$ cat config.mk
export PLATFORM = sky130hd
export DESIGN_NAME = keyb_fifo
export DESIGN_NICKNAME = d
export VERILOG_FILES = /design/src/hdl/periph_pkg.sv /design/src/hdl/keyb_fifo.sv
export SDC_FILE = /design/constraint.sdc
export NUM_CORES = 1
export LEC_CHECK = 0
export BUFFER_PORTS_ARGS = -buffer_cell sky130_fd_sc_hd__buf_2
export CAP_MARGIN = 20
export CORE_AREA = 2 2 153 155
export DETAILED_ROUTE_END_ITERATION = 7
export DIE_AREA = 0 0 155 157
export PLACE_DENSITY = 0.65
export RECOVER_POWER = 100
export SLEW_MARGIN = 0
export SYNTH_ARGS = -nofsm -noshare
export SYNTH_HDL_FRONTEND = slang
export SYNTH_SLANG_ARGS = --single-unit
$ cat constraint.sdc
create_clock -name msoc_clk -period 3.7 [get_ports msoc_clk]
set_input_delay 0.37 -clock msoc_clk [delete_from_list [all_inputs] [get_ports msoc_clk]]
set_output_delay 0.37 -clock msoc_clk [all_outputs]
set_load 0.02 [all_outputs]
$ cat src/hdl/periph_pkg.sv
/*
 * Peripheral hub package
 * Bus types, SD engine request and status records, region and register maps
 */
package periph_pkg;

   // Host bus
   typedef logic [16:0] hid_addr_t;       // Byte address
   typedef logic [31:0] hid_data_t;       // Data word
   typedef logic [3:0]  hid_we_t;         // Byte write strobes

   typedef logic [1:0]  region_t;         // Address bits 16:15
   typedef logic [4:0]  reg_idx_t;        // Word address bits 6:2
   typedef logic [8:0]  buf_addr_t;       // Transfer buffer word address

   // ASCII code above scan code
   typedef logic [14:0] kbd_code_t;

   // Command and transfer settings towards the SD engine
   typedef struct packed {
      logic [2:0]  setting;
      logic [2:0]  data_start;
      logic [5:0]  cmd_index;
      logic [31:0] arg;
      logic [31:0] timeout;
      logic        start;
      logic [1:0]  align;
      logic [15:0] blkcnt;
      logic [11:0] blksize;
   } sd_cmd_req_t;

   typedef struct packed {
      logic card_reset;
      logic clk_rst;
      logic data_rst;
      logic cmd_rst;
   } sd_rst_t;

   // Status returned by the SD engine
   typedef struct packed {
      hid_data_t [3:0] response;          // Word 0 in the low bits
      hid_data_t       cmd_wait;
      hid_data_t       data_wait;
      hid_data_t       status;
      logic [15:0]     transf_cnt;
      buf_addr_t       xfr_addr;
      logic            finish_cmd;
      logic            finish_data;
   } sd_core_stat_t;

   localparam region_t REGION_KEYB  = 2'd0;
   localparam region_t REGION_VIDEO = 2'd1;
   localparam region_t REGION_SDREG = 2'd2;
   localparam region_t REGION_SDBUF = 2'd3;

   // Write side of the SD register block
   localparam reg_idx_t REG_ALIGN   = 5'd0;
   localparam reg_idx_t REG_ARG     = 5'd2;
   localparam reg_idx_t REG_CMD     = 5'd3;
   localparam reg_idx_t REG_SETTING = 5'd4;
   localparam reg_idx_t REG_START   = 5'd5;
   localparam reg_idx_t REG_RESET   = 5'd6;
   localparam reg_idx_t REG_BLKCNT  = 5'd7;
   localparam reg_idx_t REG_BLKSIZE = 5'd8;
   localparam reg_idx_t REG_TIMEOUT = 5'd9;
   localparam reg_idx_t REG_IRQ_EN  = 5'd11;
   localparam reg_idx_t REG_LED     = 5'd15;

   // Readback side
   localparam reg_idx_t RB_RESP0     = 5'd0;
   localparam reg_idx_t RB_RESP1     = 5'd1;
   localparam reg_idx_t RB_RESP2     = 5'd2;
   localparam reg_idx_t RB_RESP3     = 5'd3;
   localparam reg_idx_t RB_CMD_WAIT  = 5'd4;
   localparam reg_idx_t RB_STATUS    = 5'd5;
   localparam reg_idx_t RB_DATA_WAIT = 5'd8;
   localparam reg_idx_t RB_TRANSF    = 5'd9;
   localparam reg_idx_t RB_DETECT    = 5'd12;
   localparam reg_idx_t RB_XFR_ADDR  = 5'd13;
   localparam reg_idx_t RB_IRQ_STAT  = 5'd14;
   localparam reg_idx_t RB_ECHO      = 5'd16;   // Write register N reads at N + 16
   localparam reg_idx_t RB_DIP       = 5'd31;

   localparam hid_data_t UNMAPPED_WORD = 32'hDEADBEEF;

   localparam int KEYB_DEPTH_DEF = 16;
   localparam int BUF_WORDS      = 512;      // One word per buffer address

endpackage

$ cat src/hdl/keyb_fifo.sv
/*
 * Keyboard code FIFO
 * Circular buffer, each pop hands one credit back to the producer
 */
`timescale 1ns/10ps

module keyb_fifo
   import periph_pkg::*;
#(
   parameter int DEPTH = KEYB_DEPTH_DEF
)
(
   input  logic      msoc_clk,
   input  logic      rstn,
   input  logic      push_i,
   input  kbd_code_t push_data_i,
   input  logic      pop_i,
   output kbd_code_t head_o,
   output logic      empty_o,
   output logic      credit_o
);

   localparam int PW = (DEPTH > 1) ? $clog2(DEPTH) : 1;
   localparam int CW = $clog2(DEPTH + 1);

   kbd_code_t       mem [DEPTH];
   logic [PW-1:0]   wr_ptr;
   logic [PW-1:0]   rd_ptr;
   logic [CW-1:0]   count;
   logic            do_push;
   logic            do_pop;

   assign do_push = push_i & (count != CW'(DEPTH));   // Push into a full FIFO is lost
   assign do_pop  = pop_i & (count != '0);

   always_ff @(posedge msoc_clk)
   begin
      if (do_push)
         mem[wr_ptr] <= push_data_i;
   end

   always_ff @(posedge msoc_clk or negedge rstn)
   begin
      if (!rstn)
      begin
         wr_ptr   <= '0;
         rd_ptr   <= '0;
         count    <= '0;
         credit_o <= 1'b0;
      end
      else
      begin
         if (do_push)
            wr_ptr <= (wr_ptr == PW'(DEPTH - 1)) ? '0 : wr_ptr + 1'b1;
         if (do_pop)
            rd_ptr <= (rd_ptr == PW'(DEPTH - 1)) ? '0 : rd_ptr + 1'b1;
         count    <= count + CW'(do_push) - CW'(do_pop);
         credit_o <= do_pop;                  // One credit per real pop
      end
   end

   assign head_o  = mem[rd_ptr];
   assign empty_o = (count == '0);

endmodule

==> impl_metrics.yaml <==
routing:
  drt_iter0_drc: 475
  post_drt_wl_per_cell_um: 24.5
  routed_via_density: 5.76
  vias: 4986
  drt.antenna.violating_nets: 0
  drt-total-wl_um: 21200
  dr.pass1.iters: 5
  drc: 0
clocking:
  tritoncts: "done"
  post_cts_buffers: 0
  path_clk_slew_ns: 0.06
  numCtsBuffers: 26
  clockRootBuffer: "clkbuf_16"
  htreeDepth: 1
  clockBufferDepth: 3
  clk_latency_ns: 0.51
  cts_sinks: 254
  cts_resized: 0
grt:
  grtUsageMet1: 0.246
  grt_pass1_wl_um: 31800
  grt_overflow: 0
  grt.met2_usage: 0.292
  grt_pass1_vias: 5102
  gr-usage-met3: 0.0336
  busiest_layer: "met2"
  antenna_found_initial: 0
  track_usage: 0.177
  grt_max_degree: 36
logic_synthesis:
  synth_cell_types: 35
  yosys_most_used_dff: "edfxtp_1"
  syn_nets: 531
  synth.area.mux_share: 0.148
  synth_top_area_share: 0.715
  synth-compound-area-share: 0.0390
  ys_seq_area_frac: 0.749
  synth_warnings: 0
  netlist_instances: 500
  synth_edf_count: 240
  yosys.area_share.adder: 0.0156
  ys_seq_elements: 254
  synthSimpleGateAreaFrac: 0.0207
  synth-xor-area-share: 0.00521
  syn_area_per_cell_sq_um: 20.2
  syn_area_sq_mm: 0.0101
  synth_top_area_cell: "edfxtp_1"
  synthArstFlopShare: 0.0551
  synthTopCellsByArea: "edfxtp_1, mux4_2, mux2i_1, dfrtp_1, ha_1"
  synth_top_family_by_area: "multiplexers"
worst_setup_path:
  end_kind: "output pin"
  cp_max_fo: 19
  r2r_slack_ns: 0.56
  cp.arrival_ns: 2.96
  cp.required_ns: 3.33
  startpoint_type: "flip-flop"
  path_class: "flip-flop to output pin"
timing:
  maxSlewViolCount: 0
  fin_skew_ns: 0.00718
  hold_viol: 0
  fin_hold_ws_ns: 0.182
  fin_crit_sh: 0.899
  rsz0062_at_grt: "false"
  max_freq_mhz: 301
  worst_pin_slew_ns: 1.44
  final-setup-viol-count: 0
  tns_ns: 0
  setup_ws_ns: 0.375
  fin_crit_ns: 3.33
  slew-limit-headroom: 0.0425
flow_run:
  cap_violations: 0
layout:
  area.growth.synth_to_final_pct: 13.0
  diodes: 0
  regArea_sq_mm: 0.00756
  final.fill_count: 1796
  layout-drive-gt1-share: 0.183
  nets: 591
  utilization: 0.507
  multi_input_area_sq_mm: 0.00229
power_and_ir_drop:
  pwr-share-comb: 0.298
  swShare: 0.321
  power.internal_mw: 6.05
  clkPwrFrac: 0.281
  power.leakage_nw: 3.73
  power.switching_mw: 2.87
  p_per_area_mw_per_mm2: 782
  peakVddDrop_v: 0.000360
  p_seq_frac: 0.421
floorplanning:
  core_area_sq_mm: 0.0225
  row_count: 55
  start_util: 0.448
  die-area_sq_mm: 0.0243
  io_pins: 36
  die_w_um: 155
  die_y_um: 157
worst_hold_path:
  hold_class: "input pin to flip-flop"
placed_design:
  dp_slack_ns: 0.949
  io_buffers: 35
  hpwl_um: 12500
  gp_congestion: 0.736
run_status:
  status: "finished, final reports clean"
==> cells by family after synthesis <==
| logic type | after synthesis |
|---|---|
| compound gates | 57 |
| flops | 254 |
| simple gates | 34 |
| mux | 92 |
| fa+ha+maj | 12 |
| buf+inv | 45 |
| xor+xnor | 6 |
==> flip-flops by register name (all words and copies together), names as in the netlist <==
register	count
mem	240
count	5
rd_ptr	4
wr_ptr	4
credit_o	1
==> path summary, 6_finish.rpt <==
check	endpoint	startpoint	depth (start not counted)
max in group asynchronous	rd_ptr[0]	rstn	2
min	rd_ptr[3]	pop_i	3
max	head_o[0]	rd_ptr[0]	6
max reg2reg	mem[11][7]	count[2]	8
min reg2reg	count[0]	count[0]	1
min in group asynchronous	count[2]	rstn	2
==> timing repair <==
item,in CTS,in global routing
endpoints found under the setup margin,0,0
hold buffers,1,0
hold endpoints to repair,14,0
==> power by group through the flow <==
stage | sequential (mW) | combinational (mW) | clock, mW
finish | 3.75 | 2.66 | 2.51
global route | 3.79 | 2.88 | 2.68
CTS | 3.76 | 2.75 | 2.55
detailed placement | 3.82 | 2.73 | 0
global placement | 3.80 | 2.71 | 0
floorplan | 3.60 | 2.07 | 0
==> cells in the mapped netlist (2+ instances only) <==
master    number
nor2_1         5
nand3_1        5
and2_1        10
buf_6          3
ha_1          11
o21ai_0       19
buf_2         10
buf_4          5
clkbuf_1       9
nand2_1        4
mux4_2        45
xnor2_1        4
edfxtp_1     240
mux2_4         2
inv_1         17
a32oi_1       15
a21oi_1        3
nor4_1         4
a22oi_1       15
xor2_1         2
mux2i_1       45
dfrtp_1       14
==> critical path: stages, from the launching register on <==
cell and delay (ns):
dfrtp_4 0.63, and2_0 0.49, buf_4 0.34, a22oi_1 0.25, mux2i_1 0.12, o21ai_0 0.33
clkbuf_1 0.28
==> layer usage <==
layer	vias to the layer above	wire length [um]
met4	0	397
li1	2168	-
met1	2627	9100
met3	36	1230
met5	-	0
met2	155	10500
==> metrics by stage <==
stage / total power, mW / area [sq um] / std cells
3_5_place_dp: 6.55 / 10700 / 816
3_3_place_gp: 6.51 / 10700 / 816
4_1_cts: 9.06 / 11500 / 865
2_1_floorplan: 5.68 / 10100 / 500
6_report: 8.91 / 11400 / 865
5_1_grt: 9.34 / 11400 / 865
==> cell usage in the layout (no fill, tap or decap), types with 2 or more instances in the layout <==
cell / instances
mux2i_1: 45
nor3b_1: 2
dfrtp_1: 12
ha_1: 11
dfrtp_4: 2
nor4_1: 4
and2_0: 11
bufinv_16: 2
edfxtp_1: 240
clkinvlp_4: 4
clkbuf_2: 3
mux2_1: 2
clkbuf_1: 41
xnor2_1: 4
xor2_1: 2
clkinv_4: 2
a22oi_1: 15
buf_2: 7
a32oi_1: 15
inv_1: 17
nand3_1: 5
clkinv_1: 8
mux4_2: 45
clkinv_2: 4
buf_4: 8
nand2_1: 4
a21oi_1: 3
nor2_1: 5
o21ai_0: 19
clkbuf_16: 27
==> area by class of cell <==
class	count	share of cell area
clock inverters	20	0.0138
inverters	17	0.00560
flip-flops and latches	254	0.664
clock buffers	28	0.0596
well taps	285	0.0313
multi-input cells	201	0.201
repair buffers	60	0.0255
Note: power is estimated with default switching activity, not from simulation.
