==> config.mk <==
export PLATFORM = sky130hd
export DESIGN_NAME = hid_ctrl
export DESIGN_NICKNAME = d
export VERILOG_FILES = /design/src/hdl/periph_pkg.sv /design/src/hdl/hid_ctrl.sv
export SDC_FILE = /design/constraint.sdc
export NUM_CORES = 1
export LEC_CHECK = 0
export ABC_AREA = 1
export BUFFER_PORTS_ARGS = -buffer_cell sky130_fd_sc_hd__buf_4
export CORE_AREA = 5 5 218 220
export CTS_BUF_LIST = sky130_fd_sc_hd__clkbuf_2 sky130_fd_sc_hd__clkbuf_4 sky130_fd_sc_hd__clkbuf_8
export CTS_CLUSTER_DIAMETER = 120
export CTS_CLUSTER_SIZE = 25
export DETAILED_ROUTE_END_ITERATION = 8
export DIE_AREA = 0 0 223 225
export GPL_TIMING_DRIVEN = 0
export PLACE_DENSITY = 0.6
export REMOVE_ABC_BUFFERS = 1
export SETUP_SLACK_MARGIN = 0.15
export SLEW_MARGIN = 30
export SYNTH_ARGS = -nofsm -noshare
export SYNTH_HDL_FRONTEND = slang
export SYNTH_SLANG_ARGS = --single-unit
==> constraint.sdc <==
create_clock -name msoc_clk -period 1.65 [get_ports msoc_clk]
set_input_delay 0.2475 -clock msoc_clk [delete_from_list [all_inputs] [get_ports msoc_clk]]
set_output_delay 0.2475 -clock msoc_clk [all_outputs]
set_load 0.05 [all_outputs]
==> src/hdl/periph_pkg.sv <==
/*
 * Peripheral hub package
 * Bus types, SD engine request and status records, region and register maps
 */
package periph_pkg;

   // Host bus
   typedef logic [16:0] hid_addr_t;       // Byte address
   typedef logic [31:0] hid_data_t;       // Data word
   typedef logic [3:0]  hid_we_t;         // Byte write strobes

   typedef logic [1:0]  region_t;         // Address bits 16:15
   typedef logic [4:0]  reg_idx_t;        // Word address bits 6:2
   typedef logic [8:0]  buf_addr_t;       // Transfer buffer word address

   // ASCII code above scan code
   typedef logic [14:0] kbd_code_t;

   // Command and transfer settings towards the SD engine
   typedef struct packed {
      logic [2:0]  setting;
      logic [2:0]  data_start;
      logic [5:0]  cmd_index;
      logic [31:0] arg;
      logic [31:0] timeout;
      logic        start;
      logic [1:0]  align;
      logic [15:0] blkcnt;
      logic [11:0] blksize;
   } sd_cmd_req_t;

   typedef struct packed {
      logic card_reset;
      logic clk_rst;
      logic data_rst;
      logic cmd_rst;
   } sd_rst_t;

   // Status returned by the SD engine
   typedef struct packed {
      hid_data_t [3:0] response;          // Word 0 in the low bits
      hid_data_t       cmd_wait;
      hid_data_t       data_wait;
      hid_data_t       status;
      logic [15:0]     transf_cnt;
      buf_addr_t       xfr_addr;
      logic            finish_cmd;
      logic            finish_data;
   } sd_core_stat_t;

   localparam region_t REGION_KEYB  = 2'd0;
   localparam region_t REGION_VIDEO = 2'd1;
   localparam region_t REGION_SDREG = 2'd2;
   localparam region_t REGION_SDBUF = 2'd3;

   // Write side of the SD register block
   localparam reg_idx_t REG_ALIGN   = 5'd0;
   localparam reg_idx_t REG_ARG     = 5'd2;
   localparam reg_idx_t REG_CMD     = 5'd3;
   localparam reg_idx_t REG_SETTING = 5'd4;
   localparam reg_idx_t REG_START   = 5'd5;
   localparam reg_idx_t REG_RESET   = 5'd6;
   localparam reg_idx_t REG_BLKCNT  = 5'd7;
   localparam reg_idx_t REG_BLKSIZE = 5'd8;
   localparam reg_idx_t REG_TIMEOUT = 5'd9;
   localparam reg_idx_t REG_IRQ_EN  = 5'd11;
   localparam reg_idx_t REG_LED     = 5'd15;

   // Readback side
   localparam reg_idx_t RB_RESP0     = 5'd0;
   localparam reg_idx_t RB_RESP1     = 5'd1;
   localparam reg_idx_t RB_RESP2     = 5'd2;
   localparam reg_idx_t RB_RESP3     = 5'd3;
   localparam reg_idx_t RB_CMD_WAIT  = 5'd4;
   localparam reg_idx_t RB_STATUS    = 5'd5;
   localparam reg_idx_t RB_DATA_WAIT = 5'd8;
   localparam reg_idx_t RB_TRANSF    = 5'd9;
   localparam reg_idx_t RB_DETECT    = 5'd12;
   localparam reg_idx_t RB_XFR_ADDR  = 5'd13;
   localparam reg_idx_t RB_IRQ_STAT  = 5'd14;
   localparam reg_idx_t RB_ECHO      = 5'd16;   // Write register N reads at N + 16
   localparam reg_idx_t RB_DIP       = 5'd31;

   localparam hid_data_t UNMAPPED_WORD = 32'hDEADBEEF;

   localparam int KEYB_DEPTH_DEF = 16;
   localparam int BUF_WORDS      = 512;      // One word per buffer address

endpackage

==> src/hdl/hid_ctrl.sv <==
/*
 * Host bus controller
 * Region decode, SD register file and readback, status capture,
 * card detect interrupt and LED register
 */
`timescale 1ns/10ps

module hid_ctrl
   import periph_pkg::*;
(
   input  logic           msoc_clk,
   input  logic           rstn,
   input  logic           hid_en_i,
   input  hid_we_t        hid_we_i,
   input  hid_addr_t      hid_addr_i,
   input  hid_data_t      hid_wrdata_i,
   output hid_data_t      hid_rddata_o,
   output sd_cmd_req_t    sd_cmd_req_o,
   output sd_rst_t        sd_rst_o,
   input  sd_core_stat_t  sd_core_stat_i,
   input  logic           sd_detect_i,
   input  logic [15:0]    from_dip_i,
   output logic           sd_irq_o,
   output logic [7:0]     to_led_o,
   output logic           kbd_pop_o,
   input  kbd_code_t      kbd_head_i,
   input  logic           kbd_empty_i,
   output logic           buf_en_o,
   output logic           buf_we_o,
   output buf_addr_t      buf_addr_o,
   output hid_data_t      buf_wdata_o,
   input  hid_data_t      buf_rdata_i
);

   region_t       acc_region;
   reg_idx_t      acc_idx;
   logic          wr_acc;
   logic          rd_acc;
   logic          reg_wr;

   region_t       region_q;                 // Region of the last read
   logic          rd_vld_q;
   hid_data_t     rb_sel;
   hid_data_t     rb_q;
   hid_data_t     kbd_word_q;
   hid_data_t     rd_word;

   sd_cmd_req_t   cmd_req_q;
   sd_rst_t       sd_rst_q;
   logic [3:0]    irq_en_q;
   logic [7:0]    led_q;

   sd_core_stat_t stat_q;
   logic          detect_q;
   logic [15:0]   dip_q;
   logic [3:0]    irq_stat_q;
   logic          irq_q;

   assign acc_region = hid_addr_i[16:15];
   assign acc_idx    = hid_addr_i[6:2];
   assign wr_acc     = hid_en_i & (|hid_we_i);
   assign rd_acc     = hid_en_i & ~(|hid_we_i);
   assign reg_wr     = wr_acc & (acc_region == REGION_SDREG) & ~hid_addr_i[14];

   // Any write to the keyboard region pops the head entry
   assign kbd_pop_o   = wr_acc & (acc_region == REGION_KEYB);

   assign buf_en_o    = hid_en_i & (acc_region == REGION_SDBUF);
   assign buf_we_o    = |hid_we_i;
   assign buf_addr_o  = hid_addr_i[10:2];
   assign buf_wdata_o = hid_wrdata_i;

   // SD register file
   always_ff @(posedge msoc_clk or negedge rstn)
   begin
      if (!rstn)
      begin
         cmd_req_q <= '0;
         sd_rst_q  <= '0;
         irq_en_q  <= '0;
         led_q     <= '0;
      end
      else if (reg_wr)
      begin
         case (acc_idx)
            REG_ALIGN:   cmd_req_q.align     <= hid_wrdata_i[1:0];
            REG_ARG:     cmd_req_q.arg       <= hid_wrdata_i;
            REG_CMD:     cmd_req_q.cmd_index <= hid_wrdata_i[5:0];
            REG_SETTING: {cmd_req_q.data_start, cmd_req_q.setting} <= hid_wrdata_i[5:0];
            REG_START:   cmd_req_q.start     <= hid_wrdata_i[0];
            REG_RESET:   sd_rst_q            <= hid_wrdata_i[3:0];
            REG_BLKCNT:  cmd_req_q.blkcnt    <= hid_wrdata_i[15:0];
            REG_BLKSIZE: cmd_req_q.blksize   <= hid_wrdata_i[11:0];
            REG_TIMEOUT: cmd_req_q.timeout   <= hid_wrdata_i;
            REG_IRQ_EN:  irq_en_q            <= hid_wrdata_i[3:0];
            REG_LED:     led_q               <= hid_wrdata_i[7:0];
            default: ;
         endcase
      end
   end

   assign sd_cmd_req_o = cmd_req_q;
   assign sd_rst_o     = sd_rst_q;
   assign to_led_o     = led_q;

   // Engine status, low nibble of status is reserved
   always_ff @(posedge msoc_clk)
   begin
      stat_q              <= sd_core_stat_i;
      stat_q.status[3:0]  <= 4'b0;
   end

   // Detect and DIP sampling, interrupt pipeline
   always_ff @(posedge msoc_clk or negedge rstn)
   begin
      if (!rstn)
      begin
         detect_q   <= 1'b0;
         dip_q      <= '0;
         irq_stat_q <= '0;
         irq_q      <= 1'b0;
      end
      else
      begin
         detect_q   <= sd_detect_i;
         dip_q      <= from_dip_i;
         irq_stat_q <= {~detect_q, detect_q, stat_q.status[10], stat_q.status[8]};
         irq_q      <= |(irq_en_q & irq_stat_q);
      end
   end

   assign sd_irq_o = irq_q;

   // Register readback select
   always_comb
   begin
      case (acc_idx)
         RB_RESP0:               rb_sel = stat_q.response[0];
         RB_RESP1:               rb_sel = stat_q.response[1];
         RB_RESP2:               rb_sel = stat_q.response[2];
         RB_RESP3:               rb_sel = stat_q.response[3];
         RB_CMD_WAIT:            rb_sel = stat_q.cmd_wait;
         RB_STATUS:              rb_sel = stat_q.status;
         RB_DATA_WAIT:           rb_sel = stat_q.data_wait;
         RB_TRANSF:              rb_sel = hid_data_t'(stat_q.transf_cnt);
         RB_DETECT:              rb_sel = hid_data_t'(detect_q);
         RB_XFR_ADDR:            rb_sel = hid_data_t'(stat_q.xfr_addr);
         RB_IRQ_STAT:            rb_sel = hid_data_t'(irq_stat_q);
         RB_ECHO + REG_ALIGN:    rb_sel = hid_data_t'(cmd_req_q.align);
         RB_ECHO + REG_ARG:      rb_sel = cmd_req_q.arg;
         RB_ECHO + REG_CMD:      rb_sel = hid_data_t'(cmd_req_q.cmd_index);
         RB_ECHO + REG_SETTING:  rb_sel = hid_data_t'({cmd_req_q.data_start,
                                                        cmd_req_q.setting});
         RB_ECHO + REG_START:    rb_sel = hid_data_t'(cmd_req_q.start);
         RB_ECHO + REG_RESET:    rb_sel = hid_data_t'(sd_rst_q);
         RB_ECHO + REG_BLKCNT:   rb_sel = hid_data_t'(cmd_req_q.blkcnt);
         RB_ECHO + REG_BLKSIZE:  rb_sel = hid_data_t'(cmd_req_q.blksize);
         RB_ECHO + REG_TIMEOUT:  rb_sel = cmd_req_q.timeout;
         RB_ECHO + REG_IRQ_EN:   rb_sel = hid_data_t'(irq_en_q);
         RB_DIP:                 rb_sel = hid_data_t'(dip_q);   // Boot mode switches
         default:                rb_sel = UNMAPPED_WORD;
      endcase
   end

   // Read data sampled in the access cycle
   always_ff @(posedge msoc_clk)
   begin
      rb_q       <= rb_sel;
      kbd_word_q <= {15'b0, kbd_empty_i, 1'b0, kbd_head_i};
   end

   always_ff @(posedge msoc_clk or negedge rstn)
   begin
      if (!rstn)
      begin
         region_q <= REGION_KEYB;
         rd_vld_q <= 1'b0;
      end
      else
      begin
         rd_vld_q <= rd_acc;
         if (rd_acc)
            region_q <= acc_region;
      end
   end

   always_comb
   begin
      case (region_q)
         REGION_KEYB:  rd_word = kbd_word_q;
         REGION_SDREG: rd_word = rb_q;
         REGION_SDBUF: rd_word = buf_rdata_i;
         default:      rd_word = '0;        // Video region is gone
      endcase
   end

   assign hid_rddata_o = rd_vld_q ? rd_word : '0;

endmodule

==> flow_metrics.tcl <==
set metrics [dict create \
    antenna_found_initial 3 \
    cp-end-kind "primary output" \
    die_area_um2 50200 \
    fillCellCount 3754 \
    fin_crit_ps 2330 \
    outcome "finished, violations left" \
    critPathKind "register to primary output" \
    cp_max_fo 7 \
    setup_tns_ps -19180 \
    worstMarginPinSlew_ps 888 \
    clock_latency_ps 640 \
    syn_inst 1840 \
    synth_edf_count 0 \
    drc 0 \
    clkPwrFrac_pct 22.7 \
    hpwl_mm 48.3 \
    intPower_mw 15.3 \
    drt_first_pass_iters 5 \
    start_util_pct 34.4 \
    synth_area_um2 15500 \
    routedWlPerCell_um 21.8 \
    numPortBuffers 548 \
    hold_slack_ps 136 \
    vdd_drop_max_mv 0.662 \
    overflow 0 \
    grt.total_usage_pct 27.3 \
    viasPerCell 4.86 \
    setup_ws_ps -680 \
    row_count 78 \
    ys.flop_type "dfxtp_1" \
    drt_iter0_markers 1326 \
    cts_max_path_buffers 3 \
    place.gp.congestion 0.870 \
    die_w_um 223 \
    fin_skew_ps 32.4 \
    stdcell_area_um2 26300 \
    tritoncts "built" \
    fin_crit_sh_pct 141 \
    final_nets 3158 \
    ys_types 21 \
    critPathRequiredTime_ps 1400 \
    grt_max_degree 76 \
    finalHoldViolations 0 \
    drt-total-wl_mm 74.4 \
    fmax_ghz 0.429 \
    core_um2 45100 \
    yosysWarningCount 0 \
    drive_gt1_share_pct 31.2 \
    reg2reg_slack_ps 290 \
    placed_cell_area_um2 20400 \
    power_density_nw_per_um2 835 \
    area_growth_pct 69.2 \
    ys_seq_elements 441 \
    clock_sinks 441 \
    switching_share_pct 30.1 \
    avgSynthCellArea_um2 8.43 \
    start_kind "register" \
    cts_buffers 21 \
    hp-class "input port to register" \
    num_vias 16500 \
    antenna_left 0 \
    grt_pass1_vias 16900 \
    arrival_ps 2080 \
    combPwrFrac_pct 23.9 \
    power_mw 21.9 \
    clkTransAtPathRegs_ps 140 \
    rsz0062_at_grt "true" \
    die_height_um 225 \
    async_flop_share_pct 33.6 \
    cts-root-buf "clkbuf_8" \
    num_io_pins 568 \
    pwr-share-seq_pct 53.4 \
    p_leak_nw 13.0 \
    finalMaxSlewViolations 0 \
    max-cap-violations 0 \
    maxSlewHeadroom_pct 40.4 \
    violations "negative setup slack" \
    cts_max_level 1 \
    grt_pass1_wl_mm 105 \
    seq_area_frac_synth_pct 61.7 \
    finalSetupViolations 32 \
    layout.cells.non_filler 3405 \
    power.switching_mw 6.61 \
    place_inst 2901 \
]
[power by group through the flow]
stage / sequential, mW / combinational (mW) / clock (mW)
global route: 11.8 / 5.48 / 5.38
floorplan: 12.5 / 0.748 / 0
detailed placement: 11.9 / 3.47 / 0
finish: 11.7 / 5.25 / 4.98
CTS: 11.7 / 4.80 / 5.08
global placement: 11.9 / 3.30 / 0
[cell type report]
class	count	area [um^2]	share of cell area, %
well taps	600	751	2.86
inverters	104	417	1.59
repair buffers	1038	9730	37.1
diodes	4	10.0	0.0381
flip-flops and latches	441	9580	36.5
clock inverters	2	16.3	0.0619
clock buffers	36	408	1.55
repair inverters	1	7.51	0.0286
multi-input cells	1179	5340	20.3
[what timing repair did]
item / 4_1_cts / 5_1_grt
buffers inserted: 110 / 30
resized for setup: 183 / 88
hold endpoints to repair: 477 / 0
setup endpoints to repair: 284 / 211
hold buffers: 315 / 0
pin swaps: 20 / 11
cloned: 3 / 4
[Yosys cell counts, types with 8 or more instances]
cell | instances | share of area [%]
nor2_1 | 122 | 3.0
dfxtp_1 | 293 | 38
nand2_1 | 756 | 18
inv_1 | 100 | 2.4
o21ai_0 | 137 | 4.4
nor3_1 | 8 | 0.26
buf_4 | 45 | 2.2
buf_2 | 32 | 1.0
nand3_1 | 70 | 2.3
nand4_1 | 51 | 2.1
a21oi_1 | 22 | 0.71
clkbuf_1 | 39 | 0.94
dfrtp_1 | 148 | 24
[cell families after synthesis]
family / count (synthesis) / share of synthesized area [%]
mux: 1 / 0.0726
flops: 441 / 61.7
compound gates: 160 / 5.16
simple gates: 1018 / 26.4
buf+inv: 220 / 6.67
[stage by stage]
stage / worst slack (ps) / util (%)
floorplan: -2340 / -
global placement: -6240 / 43.8
detailed placement: -1350 / 45.3
CTS: -685 / 56.9
global route: -766 / 58.2
finish: -680 / 58.2
[registers in the layout, indices dropped and copies added, names as in the netlist, 2 cells and up]
name          count
sd_cmd_req_o    107
region_q          2
to_led_o          8
sd_rst_o          4
stat_q          245
rb_q             32
irq_en_q          4
irq_stat_q        4
dip_q            16
kbd_word_q       16
[path summary, 6_finish.rpt]
check | start | cells past startpoint | end
worst min register to register | stat_q[37] | 0 | irq_stat_q[1]
worst max register to register | sd_cmd_req_o[97] | 7 | rb_q[2]
min in group asynchronous | rstn | 2 | to_led_o[7]
worst max-delay path | region_q[1] | 9 | hid_rddata_o[12]
worst min-delay path | hid_we_i[2] | 6 | region_q[0]
max in group asynchronous | rstn | 3 | sd_cmd_req_o[57]
[per-layer routing]
metal	up-vias	share of wire, %	GRT usage, %
met1	7913	40	34.3
met5	-	0.017	0
met2	845	49	47.3
met4	2	3.8	8.95
met3	175	7.9	5.37
li1	7599	-	-
[cell usage in the layout, fill, tap and decap left out, types with 11 or more instances in the layout]
cell,instances
a21oi_1,15
buf_12,11
buf_16,15
buf_4,539
buf_6,136
buf_8,18
clkbuf_4,14
clkbuf_8,22
dfrtp_1,145
dfxtp_1,293
dlygate4sd3_1,315
inv_1,81
inv_2,17
nand2_1,719
nand2_2,26
nand3_1,55
nand3_2,13
nand4_1,51
nor2_1,108
nor2_4,20
o21ai_0,137
[critical path: stages, from the launching register on]
cell and delay, ps:
dfrtp_1 430, buf_6 140, nor2_4 170, buf_12 140
buf_16 140, nand2_2 60, nand3_2 80, nand2_2 80
inv_2 80, buf_8 140
No activity file was read; power rests on OpenSTA's default activity.
